File: config.mk
export PLATFORM = sky130hd
export DESIGN_NAME = lsu_retire
export DESIGN_NICKNAME = d
export VERILOG_FILES = /design/src/lsu_pkg.sv /design/src/lsu_retire.sv
export SDC_FILE = /design/constraint.sdc
export NUM_CORES = 1
export LEC_CHECK = 0
export BUFFER_PORTS_ARGS = -buffer_cell sky130_fd_sc_hd__buf_2
export CAP_MARGIN = 10
export CORE_AREA = 2 2 78 80
export DETAILED_ROUTE_END_ITERATION = 7
export DIE_AREA = 0 0 80 82
export PLACE_DENSITY = 0.73
export SETUP_SLACK_MARGIN = 0.15
export SLEW_MARGIN = 20
export SYNTH_ARGS = -nofsm -noshare
export SYNTH_HDL_FRONTEND = slang
export SYNTH_SLANG_ARGS = --single-unit
File: constraint.sdc
create_clock -name clk -period 1.4 [get_ports clk]
set_input_delay 0.14 -clock clk [delete_from_list [all_inputs] [get_ports clk]]
set_output_delay 0.14 -clock clk [all_outputs]
set_load 0.01 [all_outputs]
File: src/lsu_pkg.sv
`default_nettype none

package lsu_pkg;

	localparam int NUM_LANES = 4;
	localparam int LANE_W    = 2;
	localparam int TAG_W     = 5;
	localparam int ADDR_W    = 32;
	localparam int DATA_W    = 32;
	localparam int STRB_W    = DATA_W / 8;

	typedef enum logic [3:0] {
		OP_PASS = 4'd0,
		OP_LB   = 4'd1,
		OP_LH   = 4'd2,
		OP_LW   = 4'd3,
		OP_LBU  = 4'd4,
		OP_LHU  = 4'd5,
		OP_SB   = 4'd6,
		OP_SH   = 4'd7,
		OP_SW   = 4'd8
	} lsu_op_e;

	typedef enum logic [2:0] {
		S_IDLE,
		S_REQ_READ,
		S_RSP_READ,
		S_REQ_WRITE,
		S_REQ_AW,    // w taken, aw still pending
		S_REQ_W,     // aw taken, w still pending
		S_RSP_WRITE,
		S_WB
	} lsu_state_e;

	typedef enum logic [1:0] {
		RESP_OKAY   = 2'b00,
		RESP_SLVERR = 2'b10
	} bus_resp_e;

	// next requester after last, wrapping; last itself ranks lowest
	function automatic logic [LANE_W-1:0] rr_pick(input logic [NUM_LANES-1:0] req,
		input logic [LANE_W-1:0] last);
		logic [LANE_W-1:0] idx;
		rr_pick = last;
		for (int k = NUM_LANES; k >= 1; k--) begin
			idx = last + LANE_W'(k);
			if (req[idx])
				rr_pick = idx;
		end
	endfunction

endpackage

`default_nettype wire

File: src/lsu_retire.sv
`timescale 1ns/10ps
`default_nettype none

module lsu_retire import lsu_pkg::*; (
	input  logic                 clk,
	input  logic                 rst,
	input  logic [NUM_LANES-1:0] lane_valid,
	input  logic [TAG_W-1:0]     lane_tag [NUM_LANES],
	input  logic [DATA_W-1:0]    lane_data [NUM_LANES],
	input  logic [NUM_LANES-1:0] lane_fault,
	output logic [NUM_LANES-1:0] lane_ready,
	output logic                 wb_valid,
	input  logic                 wb_ready,
	output logic [TAG_W-1:0]     wb_tag,
	output logic [DATA_W-1:0]    wb_data,
	output logic                 wb_fault
);

	logic [LANE_W-1:0] last;
	logic [LANE_W-1:0] sel;

	assign sel      = rr_pick(lane_valid, last);
	assign wb_valid = |lane_valid;
	assign wb_tag   = lane_tag[sel];
	assign wb_data  = lane_data[sel];
	assign wb_fault = lane_fault[sel];

	assign lane_ready = (wb_valid && wb_ready) ? (NUM_LANES'(1) << sel) : '0;

	always_ff @(posedge clk) begin
		if (rst)
			last <= LANE_W'(NUM_LANES - 1);
		else if (wb_valid && wb_ready)
			last <= sel; // winner drops to lowest rank
	end

endmodule

`default_nettype wire

==> impl_metrics.yaml <==
clock_tree:
  cts_tree: "done"
  clock_path_buffers: 2
  cts_buffers: 3
  cts_root_buffer: "clkbuf_8"
  clk_latency_ns: 0.21
  clkSinkCount: 2
  clk_pin_slew_worst_paths_ns: 0.03
  htreeDepth: 1
  cts_hold_buffers: 0
worst_setup_path:
  critPathKind: "flop to primary output"
  worstRegToRegCells: 7
  worst_ep_arrival_time_ns: 1.77
  reg2reg_slack_ns: 0.08
  critPathCaptureType: "primary output"
  cp_max_fo: 16
  required_ns: 1.26
  r2r-end: "last[0]$_SDFFE_PP1P_"
  startpoint_type: "flop"
  timing.rr.start: "last[1]$_SDFFE_PP1P_"
  crit_start: "last[1]$_SDFFE_PP1P_"
global_route:
  grt_pass1_vias: 2040
  grt_max_degree: 31
  antenna_found_initial: 0
  grt_pass1_wl_um: 8894
  grtUsageTotal_pct: 16.35
  grt.overflow.total: 0
timing:
  tightest_slew_ns: 0.2173
  finalHoldViolCount: 0
  relSlewSlack_pct: 85.36
  fin_ws_ns: -0.5138
  post-route-period-util_pct: 136.7
  setup_viol: 42
  final.setup.tns_ns: -19.76
  fmax_mhz: 522.5
  finalMaxSlewViolations: 0
  fin_crit_ns: 1.914
  holdWs_ns: 0.1591
  finClkSkew_ns: 0.002808
  rsz0062_at_grt: "true"
synth:
  yosysSeqAreaShare_pct: 2.642
  ys_top_cells_by_count: "40 x nand2_1, 39 x mux2i_1, 21 x a21oi_1"
  async_reset_ff_share_pct: 0
  synth_area_um2: 1515
  synth_edf_count: 0
  synth_top_area_cell: "mux2i_1"
  ys_ff_latch: 2
  synth.avg_cell_area_um2: 7.501
  ys_types: 27
  yosysMostFrequentCell: "nand2_1"
  synth_nets: 361
  synth_top_area_share_pct: 25.76
  synth_top_flop_cell: "dfxtp_1"
  synth_warnings: 0
  syn_inst: 202
  yosys-top-cells-area: "mux2i_1 26%, a22oi_2 15%, a21oi_2 10%, a22oi_1 9.9%, nand2_1 9.9%"
final_layout:
  largest_reg_flops: 2
  area_growth_pct: 115.4
  antenna_cells: 0
  fin_cells: 488
  drive_above_1_share_pct: 80.63
  regMostFlops: "last"
  fillers: 512
  reg.largest.list: "last (2)"
  final_nets: 574
floorplanning:
  die_w_um: 80
  io-pin-count: 202
  die_area_um2: 6560
  core_um2: 5746
  initial_core_util_pct: 26.37
  fp.dieH_um: 82
  rows: 28
worst_hold_path:
  hp-class: "input port to flop"
  whs_path_depth: 3
  min_to: "last[1]$_SDFFE_PP1P_"
  worstHoldStart: "rst"
power_and_ir_drop:
  switchingPower_uw: 1097
  p_seq_share_pct: 2.8
  p_clk_share_pct: 9.0
  ir_drop_v: 0.0008843
  p_leak_uw: 0.001641
  p_per_area_nw_per_um2: 758.3
  intPower_uw: 1377
  p_sw_share_pct: 44.35
  p_total_uw: 2474
  p_comb_share_pct: 88.1
drt:
  detail-route-antenna-nets: 0
  wirelength_um: 6720
  detail_route.wl_per_cell_um: 13.77
  drc_errors: 0
  routed_via_density: 4.793
  drt_iter0_drc: 29
  vias: 2339
  firstDrtPassIters: 4
outcome:
  violations: "negative setup slack"
  status: "finished with violations"
placement:
  port_buffers: 201
  hpwlAfterDp_um: 4938
  placed_cells: 474
  finalWeightedCongestion: 0.7079
job:
  maxCapViolCount: 0
-- power groups by stage --
stage / combinational, uW / sequential (uW) / clock [uW]
2_1_floorplan: 1240 / 70.1 / 0
5_1_grt: 2330 / 70.6 / 234
6_report: 2180 / 70.0 / 223
4_1_cts: 2030 / 69.8 / 228
3_5_place_dp: 1850 / 69.8 / 0
3_3_place_gp: 1820 / 69.3 / 0
-- through the flow --
step / worst slack (ns) / cell area [um2] / utilization [%]
after floorplan: -0.1254 / 1740 / -
after global placement: -0.2420 / 2868 / 49.91
after detailed placement: -0.2931 / 2868 / 49.91
after CTS: -0.5073 / 3079 / 53.59
after global routing: -0.5868 / 3263 / 56.79
final: -0.5138 / 3263 / 56.79
-- metal layers --
layer,GRT usage [%],part of all wire (%),vias to the layer above,wire length [um]
li1,-,-,1187,-
met1,19.54,41,1058,2743
met2,31.67,52,92,3508
met3,2.308,6.8,2,454
met4,1.864,0.21,0,14
met5,0,0,-,0
-- final cells by class --
type | instances | area [um2] | share of cell area, %
Timing Repair Buffer | 230 | 1474 | 45.17
Multi-Input combinational cell | 176 | 1604 | 49.16
Inverter | 2 | 7.507 | 0.2301
Tap cell | 75 | 93.84 | 2.876
Clock buffer | 3 | 41.29 | 1.265
Sequential cell | 2 | 42.54 | 1.304
-- layout by cell type, fill, tap and decap left out, drive strengths merged --
master	instances
nor3	3
o21ai	3
clkbuf	6
and3	3
buf	227
dfxtp	2
a211o	1
a22oi	38
nand2b	4
and3b	1
mux2i	39
inv	2
nand3	2
a21o	2
a21oi	39
nand2	40
or4	1
-- worst max path at each step --
stage          slack [ns]  cells after the start     endpoint
2_1_floorplan       -0.13                      8  wb_data[14]
3_3_place_gp        -0.24                      8  wb_data[28]
3_5_place_dp        -0.29                      7    wb_tag[4]
4_1_cts             -0.51                      7   wb_data[3]
5_1_grt             -0.59                      7  wb_data[26]
6_report            -0.51                      7  wb_data[28]
-- worst max-delay path, stage by stage, from the launching register on --
cell and delay (ns):
dfxtp_2 0.34, nand2_1 0.07, and3b_1 0.18, a211o_4 0.40
buf_12 0.19, a21oi_1 0.15, a22oi_2 0.09, buf_2 0.14
-- logic make-up (layout without fill, tap and decap cells) --
logic type	after synthesis	count (layout)	synth area share (%)
compound gates	83	83	44.67
simple gates	54	54	16.18
mux	39	39	25.76
buf+inv	24	235	10.73
flops	2	2	2.643
-- repair_timing --
item	CTS	global route
resized for setup	15	20
buffers inserted	1	2
pin swaps	1	1
cloned	4	4
endpoints found under the setup margin	43	44
No activity file was read; power rests on OpenSTA's default activity.
