$ cat src/lsu_pkg.sv
`default_nettype none

package lsu_pkg;

	localparam int NUM_LANES = 4;
	localparam int LANE_W    = 2;
	localparam int TAG_W     = 5;
	localparam int ADDR_W    = 32;
	localparam int DATA_W    = 32;
	localparam int STRB_W    = DATA_W / 8;

	typedef enum logic [3:0] {
		OP_PASS = 4'd0,
		OP_LB   = 4'd1,
		OP_LH   = 4'd2,
		OP_LW   = 4'd3,
		OP_LBU  = 4'd4,
		OP_LHU  = 4'd5,
		OP_SB   = 4'd6,
		OP_SH   = 4'd7,
		OP_SW   = 4'd8
	} lsu_op_e;

	typedef enum logic [2:0] {
		S_IDLE,
		S_REQ_READ,
		S_RSP_READ,
		S_REQ_WRITE,
		S_REQ_AW,    // w taken, aw still pending
		S_REQ_W,     // aw taken, w still pending
		S_RSP_WRITE,
		S_WB
	} lsu_state_e;

	typedef enum logic [1:0] {
		RESP_OKAY   = 2'b00,
		RESP_SLVERR = 2'b10
	} bus_resp_e;

	// next requester after last, wrapping; last itself ranks lowest
	function automatic logic [LANE_W-1:0] rr_pick(input logic [NUM_LANES-1:0] req,
		input logic [LANE_W-1:0] last);
		logic [LANE_W-1:0] idx;
		rr_pick = last;
		for (int k = NUM_LANES; k >= 1; k--) begin
			idx = last + LANE_W'(k);
			if (req[idx])
				rr_pick = idx;
		end
	endfunction

endpackage

`default_nettype wire

$ cat src/lsu_bus_if.sv
`timescale 1ns/10ps
`default_nettype none

interface lsu_bus_if import lsu_pkg::*; ();

	logic [ADDR_W-1:0] araddr;
	logic              arvalid;
	logic              arready;
	logic [2:0]        arsize;

	logic [DATA_W-1:0] rdata;
	bus_resp_e         rresp;
	logic              rvalid;
	logic              rready;

	logic [ADDR_W-1:0] awaddr;
	logic              awvalid;
	logic              awready;

	logic [DATA_W-1:0] wdata;
	logic [STRB_W-1:0] wstrb;
	logic              wvalid;
	logic              wready;

	bus_resp_e         bresp;
	logic              bvalid;
	logic              bready;

	modport master (
		output araddr, arvalid, arsize, input arready,
		input rdata, rresp, rvalid, output rready,
		output awaddr, awvalid, input awready,
		output wdata, wstrb, wvalid, input wready,
		input bresp, bvalid, output bready
	);

	modport slave (
		input araddr, arvalid, arsize, output arready,
		output rdata, rresp, rvalid, input rready,
		input awaddr, awvalid, output awready,
		input wdata, wstrb, wvalid, output wready,
		output bresp, bvalid, input bready
	);

endinterface

`default_nettype wire

$ cat src/lsu_lane.sv
`timescale 1ns/10ps
`default_nettype none

module lsu_lane import lsu_pkg::*; (
	input  logic              clk,
	input  logic              rst,
	input  logic              start,
	output logic              idle,
	input  lsu_op_e           op,
	input  logic [ADDR_W-1:0] addr,
	input  logic [DATA_W-1:0] wdata_in,
	input  logic [TAG_W-1:0]  tag,
	lsu_bus_if.master         bus,
	output logic              wb_valid,
	input  logic              wb_ready,
	output logic [TAG_W-1:0]  wb_tag,
	output logic [DATA_W-1:0] wb_data,
	output logic              wb_fault
);

	lsu_state_e        state;
	lsu_state_e        next_state;
	lsu_op_e           op_q;
	logic [ADDR_W-1:0] addr_q;
	logic [DATA_W-1:0] wdata_q;
	logic [TAG_W-1:0]  tag_q;
	logic [DATA_W-1:0] result_q;
	logic              fault_q;
	logic [DATA_W-1:0] load_val;
	logic [7:0]        rd_byte;
	logic [15:0]       rd_half;
	logic [1:0]        offset;
	logic              is_load;
	logic              is_store;

	assign is_load  = op inside {OP_LB, OP_LH, OP_LW, OP_LBU, OP_LHU};
	assign is_store = op inside {OP_SB, OP_SH, OP_SW};
	assign offset   = addr_q[1:0];

	assign idle        = (state == S_IDLE);
	assign bus.araddr  = addr_q;
	assign bus.awaddr  = addr_q;
	assign bus.arvalid = (state == S_REQ_READ);
	assign bus.rready  = (state == S_RSP_READ);
	assign bus.awvalid = (state == S_REQ_WRITE) || (state == S_REQ_AW);
	assign bus.wvalid  = (state == S_REQ_WRITE) || (state == S_REQ_W);
	assign bus.bready  = (state == S_RSP_WRITE);

	assign wb_valid = (state == S_WB);
	assign wb_tag   = tag_q;
	assign wb_data  = result_q;
	assign wb_fault = fault_q;

	always_comb begin
		case (op_q)
			OP_LH, OP_LHU: bus.arsize = 3'b001;
			OP_LW:         bus.arsize = 3'b010;
			default:       bus.arsize = 3'b000;
		endcase
	end

	// strobe and place store data by address
	always_comb begin
		case (op_q)
			OP_SB: begin
				bus.wstrb = STRB_W'(1) << offset;
				bus.wdata = DATA_W'(wdata_q[7:0]) << {offset, 3'b000};
			end
			OP_SH: begin
				bus.wstrb = STRB_W'(2'b11) << {offset[1], 1'b0}; // bit 0 ignored
				bus.wdata = DATA_W'(wdata_q[15:0]) << {offset[1], 4'b0000};
			end
			OP_SW: begin
				bus.wstrb = '1;
				bus.wdata = wdata_q;
			end
			default: begin
				bus.wstrb = '0;
				bus.wdata = '0;
			end
		endcase
	end

	assign rd_byte = bus.rdata[{offset, 3'b000} +: 8];
	assign rd_half = bus.rdata[{offset[1], 4'b0000} +: 16];

	always_comb begin
		case (op_q)
			OP_LB:   load_val = {{(DATA_W - 8){rd_byte[7]}}, rd_byte};
			OP_LBU:  load_val = {{(DATA_W - 8){1'b0}}, rd_byte};
			OP_LH:   load_val = {{(DATA_W - 16){rd_half[15]}}, rd_half};
			OP_LHU:  load_val = {{(DATA_W - 16){1'b0}}, rd_half};
			default: load_val = bus.rdata;
		endcase
	end

	always_comb begin
		next_state = state;
		case (state)
			S_IDLE: begin
				if (start) begin
					if (is_load)
						next_state = S_REQ_READ;
					else if (is_store)
						next_state = S_REQ_WRITE;
					else
						next_state = S_WB; // pass-through
				end
			end
			S_REQ_READ:  if (bus.arready) next_state = S_RSP_READ;
			S_RSP_READ:  if (bus.rvalid) next_state = S_WB;
			S_REQ_WRITE: begin
				if (bus.awready && bus.wready)
					next_state = S_RSP_WRITE;
				else if (bus.awready)
					next_state = S_REQ_W;
				else if (bus.wready)
					next_state = S_REQ_AW;
			end
			S_REQ_AW:    if (bus.awready) next_state = S_RSP_WRITE;
			S_REQ_W:     if (bus.wready) next_state = S_RSP_WRITE;
			S_RSP_WRITE: if (bus.bvalid) next_state = S_WB;
			S_WB:        if (wb_ready) next_state = S_IDLE;
			default:     next_state = S_IDLE;
		endcase
	end

	always_ff @(posedge clk) begin
		if (rst)
			state <= S_IDLE;
		else
			state <= next_state;
	end

	always_ff @(posedge clk) begin
		if (start && idle) begin
			op_q     <= op;
			addr_q   <= addr;
			wdata_q  <= wdata_in;
			tag_q    <= tag;
			result_q <= addr; // stores and pass keep the address
			fault_q  <= 1'b0;
		end else if (bus.rvalid && bus.rready) begin
			result_q <= load_val;
			fault_q  <= (bus.rresp != RESP_OKAY);
		end else if (bus.bvalid && bus.bready) begin
			fault_q  <= (bus.bresp != RESP_OKAY);
		end
	end

endmodule

`default_nettype wire

$ cat src/flat_wrapper.sv
// flat-port wrapper written by rule: the top's interface ports become plain ports
module lsu_lane_flat import lsu_pkg::*;
  (clk, rst, start, idle, op, addr, wdata_in, tag, wb_valid, wb_ready, wb_tag, wb_data, wb_fault, bus_araddr, bus_arvalid, bus_arsize, bus_arready, bus_rdata, bus_rresp, bus_rvalid, bus_rready, bus_awaddr, bus_awvalid, bus_awready, bus_wdata, bus_wstrb, bus_wvalid, bus_wready, bus_bresp, bus_bvalid, bus_bready);
  lsu_bus_if bus_i ();
  input  logic clk;
  input  logic rst;
  input  logic start;
  output logic idle;
  input  lsu_op_e op;
  input  logic [ADDR_W-1:0] addr;
  input  logic [DATA_W-1:0] wdata_in;
  input  logic [TAG_W-1:0] tag;
  output logic wb_valid;
  input  logic wb_ready;
  output logic [TAG_W-1:0] wb_tag;
  output logic [DATA_W-1:0] wb_data;
  output logic wb_fault;
  output wire logic [$bits(bus_i.araddr)-1:0] bus_araddr;
  output wire logic [$bits(bus_i.arvalid)-1:0] bus_arvalid;
  output wire logic [$bits(bus_i.arsize)-1:0] bus_arsize;
  input wire logic [$bits(bus_i.arready)-1:0] bus_arready;
  input wire logic [$bits(bus_i.rdata)-1:0] bus_rdata;
  input wire logic [$bits(bus_i.rresp)-1:0] bus_rresp;
  input wire logic [$bits(bus_i.rvalid)-1:0] bus_rvalid;
  output wire logic [$bits(bus_i.rready)-1:0] bus_rready;
  output wire logic [$bits(bus_i.awaddr)-1:0] bus_awaddr;
  output wire logic [$bits(bus_i.awvalid)-1:0] bus_awvalid;
  input wire logic [$bits(bus_i.awready)-1:0] bus_awready;
  output wire logic [$bits(bus_i.wdata)-1:0] bus_wdata;
  output wire logic [$bits(bus_i.wstrb)-1:0] bus_wstrb;
  output wire logic [$bits(bus_i.wvalid)-1:0] bus_wvalid;
  input wire logic [$bits(bus_i.wready)-1:0] bus_wready;
  input wire logic [$bits(bus_i.bresp)-1:0] bus_bresp;
  input wire logic [$bits(bus_i.bvalid)-1:0] bus_bvalid;
  output wire logic [$bits(bus_i.bready)-1:0] bus_bready;
  assign bus_araddr = bus_i.araddr;
  assign bus_arvalid = bus_i.arvalid;
  assign bus_arsize = bus_i.arsize;
  assign bus_i.arready = bus_arready;
  assign bus_i.rdata = bus_rdata;
  assign bus_i.rresp = bus_rresp;
  assign bus_i.rvalid = bus_rvalid;
  assign bus_rready = bus_i.rready;
  assign bus_awaddr = bus_i.awaddr;
  assign bus_awvalid = bus_i.awvalid;
  assign bus_i.awready = bus_awready;
  assign bus_wdata = bus_i.wdata;
  assign bus_wstrb = bus_i.wstrb;
  assign bus_wvalid = bus_i.wvalid;
  assign bus_i.wready = bus_wready;
  assign bus_i.bresp = bus_bresp;
  assign bus_i.bvalid = bus_bvalid;
  assign bus_bready = bus_i.bready;
  lsu_lane u_core (.clk(clk), .rst(rst), .start(start), .idle(idle), .op(op), .addr(addr), .wdata_in(wdata_in), .tag(tag), .bus(bus_i), .wb_valid(wb_valid), .wb_ready(wb_ready), .wb_tag(wb_tag), .wb_data(wb_data), .wb_fault(wb_fault));
endmodule
$ cat config.mk
export PLATFORM = sky130hd
export DESIGN_NAME = lsu_lane_flat
export DESIGN_NICKNAME = d
export VERILOG_FILES = /design/src/lsu_pkg.sv /design/src/lsu_bus_if.sv /design/src/lsu_lane.sv /design/src/flat_wrapper.sv
export SDC_FILE = /design/constraint.sdc
export NUM_CORES = 1
export LEC_CHECK = 0
export ABC_CLOCK_PERIOD_IN_PS = 10700
export BUFFER_PORTS_ARGS = -buffer_cell sky130_fd_sc_hd__buf_2
export CORE_MARGIN = 3
export CORE_UTILIZATION = 45
export DETAILED_ROUTE_END_ITERATION = 7
export HOLD_SLACK_MARGIN = 0.06
export PLACE_DENSITY = 0.83
export RECOVER_POWER = 25
export SLEW_MARGIN = 5
export SYNTH_ARGS = -nofsm -noshare
export SYNTH_HDL_FRONTEND = slang
export SYNTH_SLANG_ARGS = --single-unit
$ cat constraint.sdc
create_clock -name clk -period 10.7 [get_ports clk]
set_clock_uncertainty 0.1 [all_clocks]
set_input_delay 2.675 -clock clk [delete_from_list [all_inputs] [get_ports clk]]
set_output_delay 2.675 -clock clk [all_outputs]
set_load 0.03 [all_outputs]
==> results.sh, run 1 <==
export IMPL_run_status="finished, violations left"
export IMPL_violations="max-capacitance violations, max-slew violations"
export IMPL_nFillCells=943
export IMPL_clk_latency_ns=0.34
export IMPL_synth_seq_area_share=0.612
export IMPL_finalPower_mw=1.88
export IMPL_ys_ff_latch=109
export IMPL_grt_usage=0.222
export IMPL_viasPerCell=5.61
export IMPL_antenna_found_initial=0
export IMPL_multi_input_area_sq_um=1640
export IMPL_dr_wl_met2_um=7790
export IMPL_die_h_um=114
export IMPL_met3_length_um=1120
export IMPL_period_share=0.604
export IMPL_power_density_nw_per_um2=281
export IMPL_cts_tree="yes"
export IMPL_place_gp_congestion=0.845
export IMPL_p_leak_nw=2.89
export IMPL_chipWidth_um=114
export IMPL_endpoint="u_core.wb_data[12]"
export IMPL_regToRegSetupSlack_ns=5.87
export IMPL_maxCapViolCount=1
export IMPL_rsz0062_at_grt="no"
export IMPL_drt_met1_wl_um=5810
export IMPL_worst_pin_slew_ns=1.94
export IMPL_synth_edf_count=105
export IMPL_min_period_ns=6.47
export IMPL_start_util=0.473
export IMPL_p_comb_frac=0.424
export IMPL_detail_route_antenna_nets=0
export IMPL_placed_cells=781
export IMPL_endpoint_kind="flop"
export IMPL_final_cell_mix="buf_2 (218), edfxtp_1 (105), clkbuf_1 (46), nor2_1 (41), nand3_1 (38)"
export IMPL_grt_pass1_wl_um=22500
export IMPL_drive_gt1_frac=0.399
export IMPL_power_net_switching_mw=0.816
export IMPL_slew_headroom=-0.296
export IMPL_yosysTopAreaCell="edfxtp_1"
export IMPL_syn_num_nets=547
export IMPL_path_class="input port to flop"
export IMPL_drt_pass1_iterations=7
export IMPL_cts_max_level=3
export IMPL_route_detailed_drc=0
export IMPL_drt_iter0_drc=367
export IMPL_numCtsBuffers=9
export IMPL_io_pins=266
export IMPL_area_growth_syn_to_layout_pct=26.7
export IMPL_row_count=38
export IMPL_yosysTopAreaCellShare=0.597
export IMPL_die_area_sq_um=13100
export IMPL_final_instance_count_excl_fill=797
export IMPL_yosysWarningCount=0
export IMPL_routedWlPerCell_um=19.0
export IMPL_power_share_clock=0.182
export IMPL_reg2reg_to="u_core.wb_data[12]"
export IMPL_worstPathMaxFanout=51
export IMPL_dpl_hpwl_um=11600
export IMPL_path_clk_slew_ns=0.07
export IMPL_ir_drop_v=0.000193
export IMPL_reg2reg_depth=7
export IMPL_cp_arrival_ns=6.44
export IMPL_postCtsResizedCells=0
export IMPL_yosys_top_cells_area="edfxtp_1 (60%), buf_4 (5.0%), nand3_1 (3.6%)"
export IMPL_synthesis_area_sq_um=5280
export IMPL_finalCoreUtilization=0.599
export IMPL_routed_wl_um=15200
export IMPL_r2r_start="u_core.state[1]"
export IMPL_avgSynthCellArea_sq_um=12.3
export IMPL_nets=770
export IMPL_setup_violations=0
export IMPL_synthCells=429
export IMPL_cp_start_kind="input port"
export IMPL_cts_root_buf="clkbuf_16"
export IMPL_hold_viol_final=0
export IMPL_num_antenna_cells=0
export IMPL_cts_sinks=109
export IMPL_pwr_share_seq=0.394
export IMPL_layout_commonest_cell="buf_2"
export IMPL_io_buffers=264
export IMPL_vias=4468
export IMPL_grt_pass1_vias=4220
export IMPL_postCtsSetupRepairBufs=0
export IMPL_cp_required_ns=10.68
export IMPL_async_flop_share=0
export IMPL_hp_class="flop to flop"
export IMPL_grt_max_degree=52
export IMPL_final_setup_tns_ns=0
export IMPL_p_sw_frac=0.435
export IMPL_p_int_mw=1.06
export IMPL_synth_distinct_cells=56
export IMPL_core_area_sq_um=11200
export IMPL_crit_path_start="start"
export IMPL_highest_layer="met4"
export IMPL_clockBufferDepth=2
export IMPL_hold_buffers=0
export IMPL_maxSlewViolCount=47
export IMPL_regArea_sq_um=3230
export IMPL_ys_flop_type="edfxtp_1"
export IMPL_grt_overflow_total=0
export IMPL_max_freq_ghz=0.155
[stage by stage]
step | setup slack, ns | hold slack (ns) | cell area, sq um
final | 4.23 | 0.527 | 6690
after global routing | 3.79 | 0.566 | 6690
after CTS | 5.17 | 0.530 | 6760
after detailed placement | 5.42 | 0.516 | 6450
after global placement | 5.56 | 0.504 | 6450
after floorplan | 5.04 | 0.567 | 5280
[per-layer routing]
metal,vias to the layer above,GRT usage
met1,2132,0.279
met5,-,0
li1,2032,-
met2,264,0.377
met3,40,0.0375
met4,0,0.101
[power groups by stage]
| stage | clock (mW) | sequential (mW) | combinational [mW] |
|---|---|---|---|
| floorplan | 0 | 0.885 | 0.462 |
| global placement | 0 | 0.739 | 0.789 |
| detailed placement | 0 | 0.746 | 0.808 |
| CTS | 0.348 | 0.738 | 0.810 |
| global route | 0.364 | 0.755 | 0.852 |
| finish | 0.342 | 0.740 | 0.795 |
[cell usage after synthesis, drive strengths merged (2+ instances only)]
master,count
a31o,2
mux2,4
o22ai,2
and3,2
xor2,2
or2,2
nand2,32
or3,3
nand2b,7
buf,51
mux2i,11
a22o,17
nand3,38
or3b,2
dfxtp,4
and2,2
nand3b,4
clkbuf,5
nor2,42
nor4,2
nor2b,12
a221oi,14
nor3,4
o21bai,2
inv,12
a222oi,8
o21ai,10
a21oi,8
a31oi,6
edfxtp,105
[worst max-delay path: stages]
cell      delay, ns
clkbuf_1       0.09
nand2_2        0.05
clkbuf_1       1.38
clkinv_2       1.24
buf_4          0.63
nor2_1         0.22
a221oi_2       0.08
[cell type report]
cell class / count / share of cell area
clock buffer: 9 / 0.0337
inverter: 12 / 0.00692
clock inverter: 7 / 0.0122
timing repair buffer: 268 / 0.193
multi-input combinational: 252 / 0.245
sequential: 109 / 0.483
tap: 140 / 0.0262
[state kept, by name, summed over array words and instances, names as in the netlist]
signal / cells
u_core.bus.araddr: 32
u_core.wb_data: 32
u_core.wdata_q: 32
u_core.wb_tag: 5
u_core.op_q: 4
u_core.state: 3
u_core.wb_fault: 1
[kinds of logic after synthesis]
| group | count (synthesis) | share of synthesized area |
|---|---|---|
| buf+inv | 68 | 0.0777 |
| simple gates | 156 | 0.149 |
| mux | 15 | 0.0294 |
| compound gates | 77 | 0.126 |
| flops | 109 | 0.612 |
| xor+xnor | 3 | 0.00498 |
| other cells | 1 | 0.000710 |
[worst min-delay path by stage]
stage	startpoint	end	slack [ns]	depth (start not counted)
6_report	u_core.wb_fault	u_core.wb_fault	0.53	3
5_1_grt	u_core.wb_fault	u_core.wb_fault	0.57	3
4_1_cts	u_core.wb_fault	u_core.wb_fault	0.53	3
3_5_place_dp	u_core.wb_fault	u_core.wb_fault	0.52	3
3_3_place_gp	u_core.wb_fault	u_core.wb_fault	0.50	3
2_1_floorplan	u_core.state[0]	u_core.state[0]	0.57	3
Note: power is estimated with default switching activity, not from simulation.
==> run 2: changes to the inputs <==
ABC_CLOCK_PERIOD_IN_PS = 6600   (was 10700)
clock period = 6.6 ns   (was 10.7 ns; I/O delays follow)
==> run 2 against run 1 <==
Net effect: the run now ends clean; design area fell by 0.34%; wire length barely moved; power rose by 59%; non-clock buffer count did not move; register-to-register slack got worse by 2.5 ns; combinational power rose by 62%; sequential power rose by 62%; first-iteration DRC count rose by 23%; final cell count did not move; sequential share of layout area rose by 0.16 points; largest power group unchanged.
==> results.sh, run 2 (synthesized netlist as in run 1, its figures left out) <==
export IMPL_start_util=0.473
export IMPL_path_clk_slew_ns=0.07
export IMPL_die_area_sq_um=13100
export IMPL_slew_headroom=0.336
export IMPL_cts_tree="yes"
export IMPL_maxCapViolCount=0
export IMPL_cts_sinks=109
export IMPL_final_setup_tns_ns=0
export IMPL_grt_pass1_wl_um=22500
export IMPL_p_sw_frac=0.440
export IMPL_p_int_mw=1.68
export IMPL_cp_num_buf_inv=1
export IMPL_routedWlPerCell_um=19.0
export IMPL_path_class="flop to primary output"
export IMPL_chipWidth_um=114
export IMPL_vias=4433
export IMPL_hold_viol_final=0
export IMPL_min_period_ns=4.58
export IMPL_detail_route_antenna_nets=0
export IMPL_rsz0062_at_grt="no"
export IMPL_finalPower_mw=2.99
export IMPL_cts_root_buf="clkbuf_16"
export IMPL_num_antenna_cells=0
export IMPL_finalCoreUtilization=0.597
export IMPL_pwr_share_seq=0.400
export IMPL_grt_usage=0.221
export IMPL_postCtsSetupRepairBufs=0
export IMPL_p_comb_frac=0.432
export IMPL_cts_max_level=3
export IMPL_io_buffers=264
export IMPL_clk_latency_ns=0.34
export IMPL_run_status="finished clean"
export IMPL_area_growth_syn_to_layout_pct=26.2
export IMPL_critical_path_slowest_cell="edfxtp_1"
export IMPL_worst_pin_slew_ns=0.987
export IMPL_setup_violations=0
export IMPL_drive_gt1_frac=0.400
export IMPL_p_leak_nw=2.88
export IMPL_drt_pass1_iterations=5
export IMPL_numCtsBuffers=9
export IMPL_row_count=38
export IMPL_max_freq_ghz=0.219
export IMPL_place_gp_congestion=0.844
export IMPL_final_cell_area_sq_um=6670
export IMPL_maxSlewViolCount=0
export IMPL_grt_pass1_vias=4252
export IMPL_core_area_sq_um=11200
export IMPL_final_cell_mix="buf_2 (218), edfxtp_1 (105), clkbuf_1 (46), nor2_1 (41), nand3_1 (38)"
export IMPL_grt_overflow_total=0
export IMPL_nets=770
export IMPL_cp_start_kind="flop"
export IMPL_hold_ws_ns=0.518
export IMPL_hold_buffers=0
export IMPL_hp_class="flop to flop"
export IMPL_io_pins=266
export IMPL_worstPathMaxFanout=18
export IMPL_layout_commonest_cell="buf_2"
export IMPL_grt_max_degree=54
export IMPL_power_density_nw_per_um2=449
export IMPL_routed_wl_um=15200
export IMPL_dpl_hpwl_um=11500
export IMPL_antenna_found_initial=0
export IMPL_viasPerCell=5.56
export IMPL_cp_required_ns=4.85
export IMPL_cp_arrival_ns=2.83
export IMPL_endpoint_kind="primary output"
export IMPL_period_share=0.693
export IMPL_crit_family="flip-flops"
export IMPL_critPathMaxStageDelay_ns=0.91
export IMPL_route_detailed_drc=0
export IMPL_drt_iter0_drc=452
export IMPL_path_cells="nor2b_1 > nand3_1 > a21oi_1 > a22o_1 > buf_2"
export IMPL_postCtsResizedCells=0
export IMPL_die_h_um=114
export IMPL_ir_drop_v=0.000287
export IMPL_power_net_switching_mw=1.31
export IMPL_dpl_instance_area_sq_um=6450
export IMPL_clockBufferDepth=2
export IMPL_power_share_clock=0.167
run 2: cell count changes in the layout (fill, tap and decap cells not counted), sizes merged:
cell / change
clkinvlp: +1
bufinv: -1
clkinv: +1
inv: -1
run 2: per-layer routing:
layer / global-route usage / vias to the layer above / wire length [um]
li1: - / 2029 / -
met1: 0.279 / 2133 / 5860
met3: 0.0439 / 20 / 1110
met2: 0.381 / 251 / 7930
met4: 0.0697 / 0 / 259
met5: 0 / - / 0
run 2: area by class of cell:
cell class,count,area [sq um]
inverter,12,46.3
fill,946,4510
clock inverter,7,48.8
sequential,109,3230
clock buffer,9,225
tap,140,175
timing repair buffer,268,1290
multi-input combinational,252,1640
run 2: final timing paths:
kind / slack [ns] / start / to / cells after the start
setup reg to reg: 3.36 / u_core.state[1] / u_core.wb_data[12] / 7
hold / removal: 0.52 / u_core.wb_fault / u_core.wb_fault / 3
setup / recovery: 2.02 / u_core.bus.araddr[1] / bus_wdata[23] / 5
hold reg to reg: 0.52 / u_core.wb_fault / u_core.wb_fault / 3
run 2: worst min-delay path: cells and delay by family, from the launching register on:
kind | cells | cell delay [ns]
DFF | 1 | 0.31
AOI/OAI and AO/OA | 3 | 0.26
run 2: per-stage QoR:
stage | setup WS, ns | std cells
2_1_floorplan | 1.97 | 429
3_3_place_gp | 2.45 | 781
3_5_place_dp | 2.36 | 781
4_1_cts | 2.00 | 797
5_1_grt | 1.77 | 797
6_report | 2.02 | 797
run 2: power groups by stage:
stage / sequential [mW] / clock (mW) / combinational, mW
after detailed placement: 1.21 / 0 / 1.31
after floorplan: 1.43 / 0 / 0.750
after global routing: 1.22 / 0.535 / 1.38
after CTS: 1.20 / 0.512 / 1.31
after global placement: 1.20 / 0 / 1.28
final: 1.20 / 0.501 / 1.29
==> run 3: changes to the inputs <==
ABC_CLOCK_PERIOD_IN_PS = 3900   (was 6600)
CORE_UTILIZATION = 42   (was 45)
PLACE_DENSITY = 0.81   (was 0.83)
clock period = 3.9 ns   (was 6.6 ns; I/O delays follow)
==> run 3 against run 2 <==
Net effect: design area grew 1.5%; final cell count grew 4.1%; sequential share of layout area shrank 0.73 points; wire length grew 1.2%; power grew 72%; largest cell class unchanged; highest routed layer unchanged.
==> results.sh, run 3 (synthesized netlist as in run 1, its figures left out) <==
export IMPL_cts_sinks=109
export IMPL_numCtsBuffers=9
export IMPL_worst_pin_slew_ns=1.21
export IMPL_maxCapViolCount=0
export IMPL_worstPathMaxFanout=12
export IMPL_detail_route_antenna_nets=0
export IMPL_grt_pass1_wl_um=23500
export IMPL_antenna_found_initial=0
export IMPL_clockBufferDepth=2
export IMPL_row_count=40
export IMPL_io_buffers=264
export IMPL_nFillCells=1070
export IMPL_place_gp_congestion=0.789
export IMPL_multi_input_area_sq_um=1640
export IMPL_grt_usage=0.215
export IMPL_hold_buffers=0
export IMPL_postCtsSetupRepairBufs=0
export IMPL_core_area_sq_um=12200
export IMPL_cts_max_level=3
export IMPL_io_pins=266
export IMPL_nets=775
export IMPL_regArea_sq_um=3230
export IMPL_endpoint="bus_wdata[17]"
export IMPL_hp_class="flop to flop"
export IMPL_p_leak_nw=2.92
export IMPL_route_detailed_drc=0
export IMPL_slew_headroom=0.195
export IMPL_die_h_um=118
export IMPL_min_period_ns=3.53
export IMPL_path_cells="nor2b_1 > nand3_1 > a21oi_1 > a22o_1 > buf_2"
export IMPL_period_share=0.906
export IMPL_run_status="finished clean"
export IMPL_layout_commonest_cell="buf_2"
export IMPL_critPathMaxStageDelay_ns=0.62
export IMPL_maxSlewViolCount=0
export IMPL_reg2reg_to="u_core.wb_data[6]"
export IMPL_viasPerCell=5.30
export IMPL_rsz0062_at_grt="no"
export IMPL_drt_pass1_iterations=7
export IMPL_cp_required_ns=2.82
export IMPL_max_freq_ghz=0.283
export IMPL_path_class="flop to primary output"
export IMPL_dpl_hpwl_um=11600
export IMPL_endpoint_kind="primary output"
export IMPL_power_density_nw_per_um2=761
export IMPL_area_growth_syn_to_layout_pct=28.1
export IMPL_grt_overflow_total=0
export IMPL_num_antenna_cells=0
export IMPL_grt_max_degree=62
export IMPL_vias=4395
export IMPL_chipWidth_um=118
export IMPL_setup_violations=0
export IMPL_critical_path_slowest_cell="a21oi_1"
export IMPL_grt_pass1_vias=4341
export IMPL_cts_root_buf="clkbuf_16"
export IMPL_regToRegSetupSlack_ns=0.72
export IMPL_clk_latency_ns=0.34
export IMPL_drive_gt1_frac=0.409
export IMPL_cp_start_kind="flop"
export IMPL_r2r_start="u_core.state[1]"
export IMPL_routedWlPerCell_um=18.5
export IMPL_crit_path_start="u_core.op_q[3]"
export IMPL_cp_arrival_ns=2.46
export IMPL_path_clk_slew_ns=0.07
export IMPL_hold_viol_final=0
export IMPL_drt_iter0_drc=359
export IMPL_ir_drop_v=0.000491
export IMPL_die_area_sq_um=14000
export IMPL_routed_wl_um=15300
export IMPL_postCtsResizedCells=0
export IMPL_reg2reg_depth=6
export IMPL_final_cell_mix="buf_2 (223), edfxtp_1 (105), clkbuf_1 (44), nor2_1 (41), nand3_1 (38)"
export IMPL_start_util=0.434
export IMPL_final_setup_tns_ns=0
export IMPL_cts_tree="yes"
export IMPL_finalCoreUtilization=0.556
-- run 3: cell types whose count changed in the layout (fill, tap and decap cells not counted), sizes merged --
cell,previous run,this run
buf,222,231
clkinv,5,1
clkbuf,55,53
bufinv,0,1
inv,13,14
-- run 3: where the power goes --
| part | total (mW) | switching [mW] | internal [mW] |
|---|---|---|---|
| Combinational | 2.22 | 1.60 | 0.626 |
| Clock | 0.923 | 0.416 | 0.507 |
| Sequential | 2.00 | 0.219 | 1.79 |
-- run 3: how the worst min path moves through the flow --
stage                               start              end  slack (ns)  cells past startpoint
after global routing      u_core.wb_fault  u_core.wb_fault        0.56                      3
after global placement    u_core.wb_fault  u_core.wb_fault        0.49                      3
after detailed placement  u_core.wb_fault  u_core.wb_fault        0.50                      3
after floorplan           u_core.state[0]  u_core.state[0]        0.57                      3
after CTS                 u_core.wb_fault  u_core.wb_fault        0.51                      3
final                     u_core.wb_fault  u_core.wb_fault        0.52                      3
-- run 3: layout make-up --
class	count	area share
sequential	109	0.478
inverter	12	0.00703
clock inverter	5	0.00980
tap	168	0.0311
clock buffer	11	0.0344
timing repair buffer	273	0.197
multi-input combinational	252	0.243
-- run 3: worst max-delay path, delay by kind of cell, from the launching register on --
family	cells	cell delay (ns)
AND/OR/NAND/NOR	2	0.46
flip-flops	1	0.59
AO/OA/AOI/OAI	2	0.87
buffers and inverters	1	0.20
-- run 3: metal layers --
metal / share of wire / track usage / up-vias
met2: 0.52 / 0.375 / 247
met3: 0.083 / 0.0541 / 18
met5: 0 / 0 / -
met1: 0.39 / 0.260 / 2085
li1: - / - / 2045
met4: 0.015 / 0.0696 / 0
-- run 3: metrics by stage --
step           cell area [sq um]  cells  hold WS, ns  setup WS [ns]  power, mW
2_1_floorplan               5280    429        0.567          0.906       3.68
3_3_place_gp                6520    814        0.495          0.847       4.23
3_5_place_dp                6520    814        0.504          0.747       4.28
4_1_cts                     6820    830        0.512          0.340       5.20
5_1_grt                     6770    830        0.564          0.169       5.41
6_report                    6770    830        0.517          0.365       5.15
